===== config.mk =====
export PLATFORM = sky130hd
export DESIGN_NAME = board_ctrl_top
export DESIGN_NICKNAME = d
export VERILOG_FILES = /design/src/hw/board_ctrl_pkg.sv /design/src/hw/board_ctrl_top.sv /design/src/hw/heartbeat_blinker.sv /design/src/hw/key_debounce.sv /design/src/hw/reset_req_pulser.sv
export SDC_FILE = /design/constraint.sdc
export NUM_CORES = 1
export LEC_CHECK = 0
export BUFFER_PORTS_ARGS = -buffer_cell sky130_fd_sc_hd__buf_2
export CAP_MARGIN = 20
export CORE_AREA = 2 2 125 127
export CTS_CLUSTER_DIAMETER = 40
export DETAILED_ROUTE_END_ITERATION = 8
export DIE_AREA = 0 0 127 129
export SYNTH_ARGS = -nofsm -noshare
export SYNTH_HDL_FRONTEND = slang
export SYNTH_HIERARCHICAL = 1
export SYNTH_SLANG_ARGS = --single-unit

===== constraint.sdc =====
create_clock -name fpga_clk_50 -period 2.29 [get_ports fpga_clk_50]
set_input_delay 0 -clock fpga_clk_50 [delete_from_list [all_inputs] [get_ports fpga_clk_50]]
set_output_delay 0 -clock fpga_clk_50 [all_outputs]
set_load 0.01 [all_outputs]

===== src/hw/board_ctrl_pkg.sv =====
package board_ctrl_pkg;

	// ======================================================================
	// board level widths
	// ======================================================================

	localparam int unsigned num_keys = 2; // push buttons on the board
	localparam int unsigned num_switches = 4; // slide switches
	localparam int unsigned led_pio_width = 7; // leds owned by the processor
	localparam int unsigned stm_event_width = 28; // trace event port width

	// unused top of the trace event word
	localparam int unsigned stm_reserved_width =
		stm_event_width - num_switches - led_pio_width - num_keys;

	// ======================================================================
	// vector types
	// ======================================================================

	typedef logic [num_keys-1:0] key_t; // active low, 1 = released
	typedef logic [num_switches-1:0] sw_t; // raw switch levels
	typedef logic [led_pio_width-1:0] led_pio_t; // maps onto led[7:1]

	// reset request bundle, cold sits in bit 0
	// same layout for the request levels and the active-low outputs
	typedef struct packed {
		logic debug; // debug reset, bit 2
		logic warm; // warm reset, bit 1
		logic cold; // cold reset, bit 0
	} reset_req_t;

	// trace event word, msb first
	typedef struct packed {
		logic [stm_reserved_width-1:0] reserved; // tied to zero
		sw_t sw; // bits 12:9
		led_pio_t led_pio; // bits 8:2
		key_t keys; // debounced keys, bits 1:0
	} stm_events_t;

	// ======================================================================
	// fsm encodings
	// ======================================================================

	// reset request pulser
	typedef enum logic {
		pulse_idle = 1'b0, // waiting for a rising edge
		pulse_active = 1'b1 // pulse being driven
	} pulse_state_e;

endpackage


===== src/hw/board_ctrl_top.sv =====
`timescale 1ns/1ps

module board_ctrl_top
	import board_ctrl_pkg::*;
#(
	parameter int unsigned debounce_cycles = 50000, // key filter window
	parameter int unsigned blink_half_period = 25000000, // heartbeat half period
	parameter int unsigned cold_pulse_cycles = 6, // cold reset pulse width
	parameter int unsigned warm_pulse_cycles = 2, // warm reset pulse width
	parameter int unsigned debug_pulse_cycles = 32 // debug reset pulse width
)
(
	input logic fpga_clk_50,
	input logic hps_fpga_reset_n, // from the processor, active low
	input key_t key, // push buttons, active low
	input sw_t sw, // slide switches
	input led_pio_t led_pio, // processor led word
	input reset_req_t reset_req, // reset request levels
	output logic [7:0] led, // board leds
	output key_t key_debounced, // filtered buttons
	output stm_events_t stm_hw_events, // trace event word
	output reset_req_t f2h_reset_n // reset requests to the processor
);

	reset_req_t req_pulse; // active high pulses from the pulsers
	logic heartbeat; // led[0]

	// ======================================================================
	// key filtering
	// ======================================================================

	key_debounce #(
		.width(num_keys),
		.debounce_cycles(debounce_cycles)
	) i_key_debounce (
		.fpga_clk_50(fpga_clk_50),
		.hps_fpga_reset_n(hps_fpga_reset_n),
		.key(key),
		.key_debounced(key_debounced)
	);

	// ======================================================================
	// reset request pulsers
	// ======================================================================

	reset_req_pulser #(
		.pulse_cycles(cold_pulse_cycles)
	) i_pulse_cold (
		.fpga_clk_50(fpga_clk_50),
		.hps_fpga_reset_n(hps_fpga_reset_n),
		.req(reset_req.cold),
		.pulse(req_pulse.cold)
	);

	reset_req_pulser #(
		.pulse_cycles(warm_pulse_cycles)
	) i_pulse_warm (
		.fpga_clk_50(fpga_clk_50),
		.hps_fpga_reset_n(hps_fpga_reset_n),
		.req(reset_req.warm),
		.pulse(req_pulse.warm)
	);

	reset_req_pulser #(
		.pulse_cycles(debug_pulse_cycles)
	) i_pulse_debug (
		.fpga_clk_50(fpga_clk_50),
		.hps_fpga_reset_n(hps_fpga_reset_n),
		.req(reset_req.debug),
		.pulse(req_pulse.debug)
	);

	assign f2h_reset_n = ~req_pulse; // processor side is active low

	// ======================================================================
	// heartbeat and led bus
	// ======================================================================

	heartbeat_blinker #(
		.half_period(blink_half_period)
	) i_heartbeat (
		.fpga_clk_50(fpga_clk_50),
		.hps_fpga_reset_n(hps_fpga_reset_n),
		.beat(heartbeat)
	);

	assign led = {led_pio, heartbeat}; // processor word above the heartbeat

	// trace events, purely combinational
	assign stm_hw_events.reserved = '0;
	assign stm_hw_events.sw = sw;
	assign stm_hw_events.led_pio = led_pio;
	assign stm_hw_events.keys = key_debounced; // filtered, not raw pins

endmodule


===== src/hw/heartbeat_blinker.sv =====
`timescale 1ns/1ps

module heartbeat_blinker
#(
	parameter int unsigned half_period = 25000000 // 0.5 s at 50 MHz
)
(
	input logic fpga_clk_50,
	input logic hps_fpga_reset_n,
	output logic beat // heartbeat led level
);

	// counter runs 0 .. half_period-1
	localparam int unsigned cnt_w = $clog2(half_period + 1);
	localparam logic [cnt_w-1:0] cnt_wrap = cnt_w'(half_period - 1);

	logic [cnt_w-1:0] div_cnt; // clock divider

	// ======================================================================
	// divider
	// ======================================================================

	// first toggle lands half_period cycles after reset release
	always_ff @(posedge fpga_clk_50 or negedge hps_fpga_reset_n)
	begin
		if (!hps_fpga_reset_n)
		begin
			div_cnt <= '0;
			beat <= 1'b0; // led off after reset
		end
		else if (div_cnt == cnt_wrap)
		begin
			div_cnt <= '0; // wrap
			beat <= ~beat; // toggle on every wrap
		end
		else
		begin
			div_cnt <= div_cnt + 1'b1;
		end
	end

endmodule


===== src/hw/key_debounce.sv =====
`timescale 1ns/1ps

module key_debounce
	import board_ctrl_pkg::*;
#(
	parameter int unsigned width = num_keys, // number of keys to filter
	parameter int unsigned debounce_cycles = 50000 // 1 ms at 50 MHz
)
(
	input logic fpga_clk_50,
	input logic hps_fpga_reset_n,
	input key_t key, // raw button pins, active low
	output key_t key_debounced // filtered levels
);

	// counter must hold debounce_cycles-1
	localparam int unsigned cnt_w = $clog2(debounce_cycles + 1);
	localparam logic [cnt_w-1:0] cnt_last = cnt_w'(debounce_cycles - 1);

	key_t key_meta; // first sync stage, may go metastable
	key_t key_sync; // second sync stage, safe to use
	logic [cnt_w-1:0] stable_cnt [width]; // cycles the new level has held

	// ======================================================================
	// two-flop synchronizer
	// ======================================================================

	always_ff @(posedge fpga_clk_50 or negedge hps_fpga_reset_n)
	begin
		if (!hps_fpga_reset_n)
		begin
			key_meta <= '1; // released
			key_sync <= '1;
		end
		else
		begin
			key_meta <= key; // async pins
			key_sync <= key_meta;
		end
	end

	// ======================================================================
	// per-key stability counters
	// ======================================================================

	// A key only changes its output once the synchronized level has
	// disagreed with it on every cycle of the window. Any bounce back to
	// the old level starts the window over.
	always_ff @(posedge fpga_clk_50 or negedge hps_fpga_reset_n)
	begin
		if (!hps_fpga_reset_n)
		begin
			key_debounced <= '1; // keys released after reset
			for (int i = 0; i < width; i++)
			begin
				stable_cnt[i] <= '0;
			end
		end
		else
		begin
			for (int i = 0; i < width; i++)
			begin
				if (key_sync[i] == key_debounced[i])
				begin
					stable_cnt[i] <= '0; // no change pending
				end
				else if (stable_cnt[i] == cnt_last)
				begin
					key_debounced[i] <= key_sync[i]; // held long enough
					stable_cnt[i] <= '0;
				end
				else
				begin
					stable_cnt[i] <= stable_cnt[i] + 1'b1; // still waiting
				end
			end
		end
	end

endmodule


===== src/hw/reset_req_pulser.sv =====
`timescale 1ns/1ps

module reset_req_pulser
	import board_ctrl_pkg::*;
#(
	parameter int unsigned pulse_cycles = 6 // width of the output pulse
)
(
	input logic fpga_clk_50,
	input logic hps_fpga_reset_n,
	input logic req, // request level, active high
	output logic pulse // fixed width pulse, active high
);

	// down-counter holds pulse_cycles-1 at most
	localparam int unsigned cnt_w = $clog2(pulse_cycles + 1);
	localparam logic [cnt_w-1:0] cnt_load = cnt_w'(pulse_cycles - 1);

	logic req_q; // registered request
	logic req_q_d; // previous registered request
	logic req_rise; // one cycle on a 0->1 of req_q
	pulse_state_e state;
	logic [cnt_w-1:0] remain; // cycles left after this one

	// ======================================================================
	// edge detect
	// ======================================================================

	always_ff @(posedge fpga_clk_50 or negedge hps_fpga_reset_n)
	begin
		if (!hps_fpga_reset_n)
		begin
			req_q <= 1'b0;
			req_q_d <= 1'b0;
		end
		else
		begin
			req_q <= req; // capture the level
			req_q_d <= req_q; // history for the edge
		end
	end

	assign req_rise = req_q & ~req_q_d; // level only, no handshake

	// ======================================================================
	// pulse fsm
	// ======================================================================

	// The pulse starts on the clock after req_q rises, which is the second
	// rising edge after the request itself. The counter is loaded with
	// pulse_cycles-1 because the load cycle already counts as active.
	always_ff @(posedge fpga_clk_50 or negedge hps_fpga_reset_n)
	begin
		if (!hps_fpga_reset_n)
		begin
			state <= pulse_idle; // reset always cancels a pulse
			remain <= '0;
		end
		else
		begin
			case (state)
				pulse_idle:
				begin
					if (req_rise)
					begin
						state <= pulse_active; // start pulse
						remain <= cnt_load;
					end
				end
				pulse_active:
				begin
					// req_rise ignored here, no retrigger
					if (remain == '0)
					begin
						state <= pulse_idle; // last cycle done
					end
					else
					begin
						remain <= remain - 1'b1;
					end
				end
				default:
				begin
					state <= pulse_idle;
				end
			endcase
		end
	end

	assign pulse = (state == pulse_active); // straight from the state flop

endmodule


==> impl_metrics.toml <==
[layout]
nNetsFinal = 458
multi_input_area_um2 = 1940
regArea_um2 = 2110
nFillCells = 1522
stdcell_count = 625
final_layout_size_suffix_gt1_share_pct = 14.4
area_growth_pct = 10.6
diodes = 0

[timing]
setup_tns_ps = 0
skew_ps = 3.94
fmax_mhz = 512
period_share_pct = 85.3
final_max_slew_viol_count = 0
rsz0062_at_grt = "no"
period_minus_slack_ps = 1950
final-setup-viol-count = 0
final_hold_viol_count = 0

[setup_path]
cp_top_family = "simple AND/OR/NAND/NOR gates"
path_buf_inv = 1
start_kind = "flip-flop"
crit_type = "flip-flop to flip-flop"
critPathMaxStageDelay_ps = 460
crit_path_cell_trace = "ha_1 -> and3_1 -> nand2_1 -> nor4_4 -> buf_4 -> a21oi_1"
critPathRequiredTime_ps = 2500
critPathArrivalTime_ps = 2170
cp_max_fo = 9
crit_path_end_kind = "flip-flop"
critical-path-slowest-cell = "nor4_4"

[logic_synthesis]
synth_top_cell_area_share_pct = 44.3
yosys.area.top_type = "dfrtp_1"
synth.cell_area_um2 = 4410
yosys_warnings = 6
ys_seq_elements = 84
synth.avg_cell_area_um2 = 10.3
yosysUniqueCellTypes = 58
synth_area_leaders = "dfrtp_1, buf_4, xnor2_1, nor2_1, dfstp_2"
synth_ff_type = "dfrtp_1"
synth_edf_count = 0
ys_seq_area_share_pct = 47.9
synthCells = 426
synth_async_sr_flop_share_pct = 100

[clock_network]
cts_buffers = 9
path_clk_slew_ps = 60
post_cts_buffers = 0
cts_tree = "done"
clock-sinks = 84
clockBufferDepth = 2
h-tree-depth = 3
insertion_delay_ps = 330
clock-root-buffer = "clkbuf_16"
cts_resized = 0

[floorplan]
design.die.area_um2 = 16400
rows = 45
die_x_um = 127
die_y_um = 129
fp.coreArea_um2 = 15000
ios = 59
initial_core_util_pct = 29.4

[routing]
wl_mm = 7.17
drt_first_pass_iters = 4
vias = 2926
ant_nets = 0
avgViaCountPerCell = 4.68
wl_per_cell_um = 11.5
drt-initial-drc-count = 160
drc = 0

[outcome]
status = "completed"

[placed_design]
dp_hpwl_mm = 5.02
place_congestion = 0.834
dpl.cell_count = 603
io_buffers = 14

[worst_hold_path]
hold_class = "input port to output pin"

[global_routing]
grt_max_degree = 85
grt_pass1_wl_mm = 12.7
overflow = 0
antenna_found_initial = 0
grt_pass1_vias = 2865
grt.total_usage_pct = 9.42

[power]
p_per_area_nw_per_um2 = 828
leakage_nw = 2.12
ir_drop_mv = 0.450

[flow_run]
maxCapViolCount = 0
[power by group]
part,total (mW),internal (mW),switching [mW]
Clock,1.61,1.07,0.548
Sequential,1.77,1.63,0.140
Combinational,0.659,0.316,0.343
Total,4.04,3.01,1.03
[repair_timing]
action / in CTS / in global routing
hold endpoints to repair: 83 / 0
hold buffers: 6 / 0
setup endpoints to repair: 0 / 0
[routing by layer]
metal  GRT usage [%]  part of all wire [%]  vias up
met3            3.08                   4.5       12
met4            3.68                   1.2        0
met5               0                     0        -
met1            11.6                    47     1415
li1                -                     -     1444
met2            15.4                    47       55
[layout make-up]
class                   instances  area share [%]
flip-flops and latches         84            43.3
repair buffers                 25            3.75
clock inverters                 4            2.00
clock buffers                  12            4.85
well taps                     188            4.82
inverters                      21            1.62
multi-input cells             291            39.7
[placed cells by master, fill, tap and decap left out, types with 4 or more instances in the layout]
cell type,n
nand3_1,24
xnor2_1,30
inv_1,21
nor2_1,48
o21ai_0,9
clkbuf_16,9
nor4_1,10
nand4_1,11
nand2b_1,4
dfrtp_1,78
nor3_1,11
ha_1,8
buf_2,13
dfstp_2,6
conb_1,15
xor2_1,12
buf_4,5
and4_1,5
nand2_1,22
or4_1,6
dlygate4sd3_1,6
a21oi_1,11
or3_1,8
o31ai_1,5
[per-stage QoR]
step,setup WS [ps],util (%),cell area [um^2],hold WS (ps),total power [mW]
3_3_place_gp,428,29.9,4480,0.0686,2.42
3_5_place_dp,329,29.9,4480,0.0686,2.46
6_report,337,32.6,4880,0.00397,4.04
4_1_cts,326,32.6,4880,0.0686,4.12
2_1_floorplan,602,-,4460,-296,2.34
5_1_grt,143,32.6,4880,0.0208,4.29
[registers in the layout, indices dropped and copies added (netlist names), 2 cells and up]
register and flops:
i_heartbeat/div_cnt 25, i_pulse_debug/remain 6, i_key_debounce/key_meta 2, i_key_debounce/key_sync 2, i_pulse_cold/remain 3, i_key_debounce/key_debounced 2
i_key_debounce/stable_cnt 32, i_pulse_warm/remain 2
[path summary, 6_finish.rpt]
| kind | from | end | slack (ps) | depth (start not counted) |
|---|---|---|---|---|
| setup / recovery | i_heartbeat/div_cnt[0] | i_heartbeat/div_cnt[18] | 340 | 6 |
| hold / removal | sw[3] | stm_hw_events[12] | 0.004 | 0 |
| setup reg to reg | i_heartbeat/div_cnt[0] | i_heartbeat/div_cnt[18] | 340 | 6 |
| hold reg to reg | i_key_debounce/key_meta[0] | i_key_debounce/key_sync[0] | 360 | 0 |
| max in group asynchronous | hps_fpga_reset_n | i_key_debounce/key_sync[0] | 1680 | 3 |
| min in group asynchronous | hps_fpga_reset_n | i_heartbeat/div_cnt[13] | 230 | 3 |
[cell families after synthesis]
group / after synthesis / synth area share (%)
and+or+nand+nor: 179 / 23.5
DFF: 84 / 47.9
buffers and inverters: 65 / 9.40
AOI/OAI and AO/OA: 42 / 7.30
xor gates and xnor gates: 42 / 8.35
adders and majority gates: 8 / 2.27
muxes: 5 / 1.19
other: 1 / 0.0851
[synthesized netlist by cell type (3+ instances only)]
| cell type | number |
|---|---|
| and3_1 | 3 |
| or4_1 | 6 |
| nand3_1 | 24 |
| nand2_1 | 22 |
| nand2b_1 | 4 |
| xnor2_1 | 30 |
| ha_1 | 8 |
| or3_1 | 8 |
| nor4_1 | 10 |
| o21ai_0 | 9 |
| and4_1 | 5 |
| inv_1 | 21 |
| nand4_1 | 11 |
| dfrtp_1 | 78 |
| xor2_1 | 12 |
| o31ai_1 | 5 |
| buf_4 | 41 |
| mux2i_1 | 3 |
| nor3_1 | 11 |
| dfstp_2 | 6 |
| a21oi_1 | 11 |
| nor2_1 | 48 |
No activity file was read; power rests on OpenSTA's default activity.
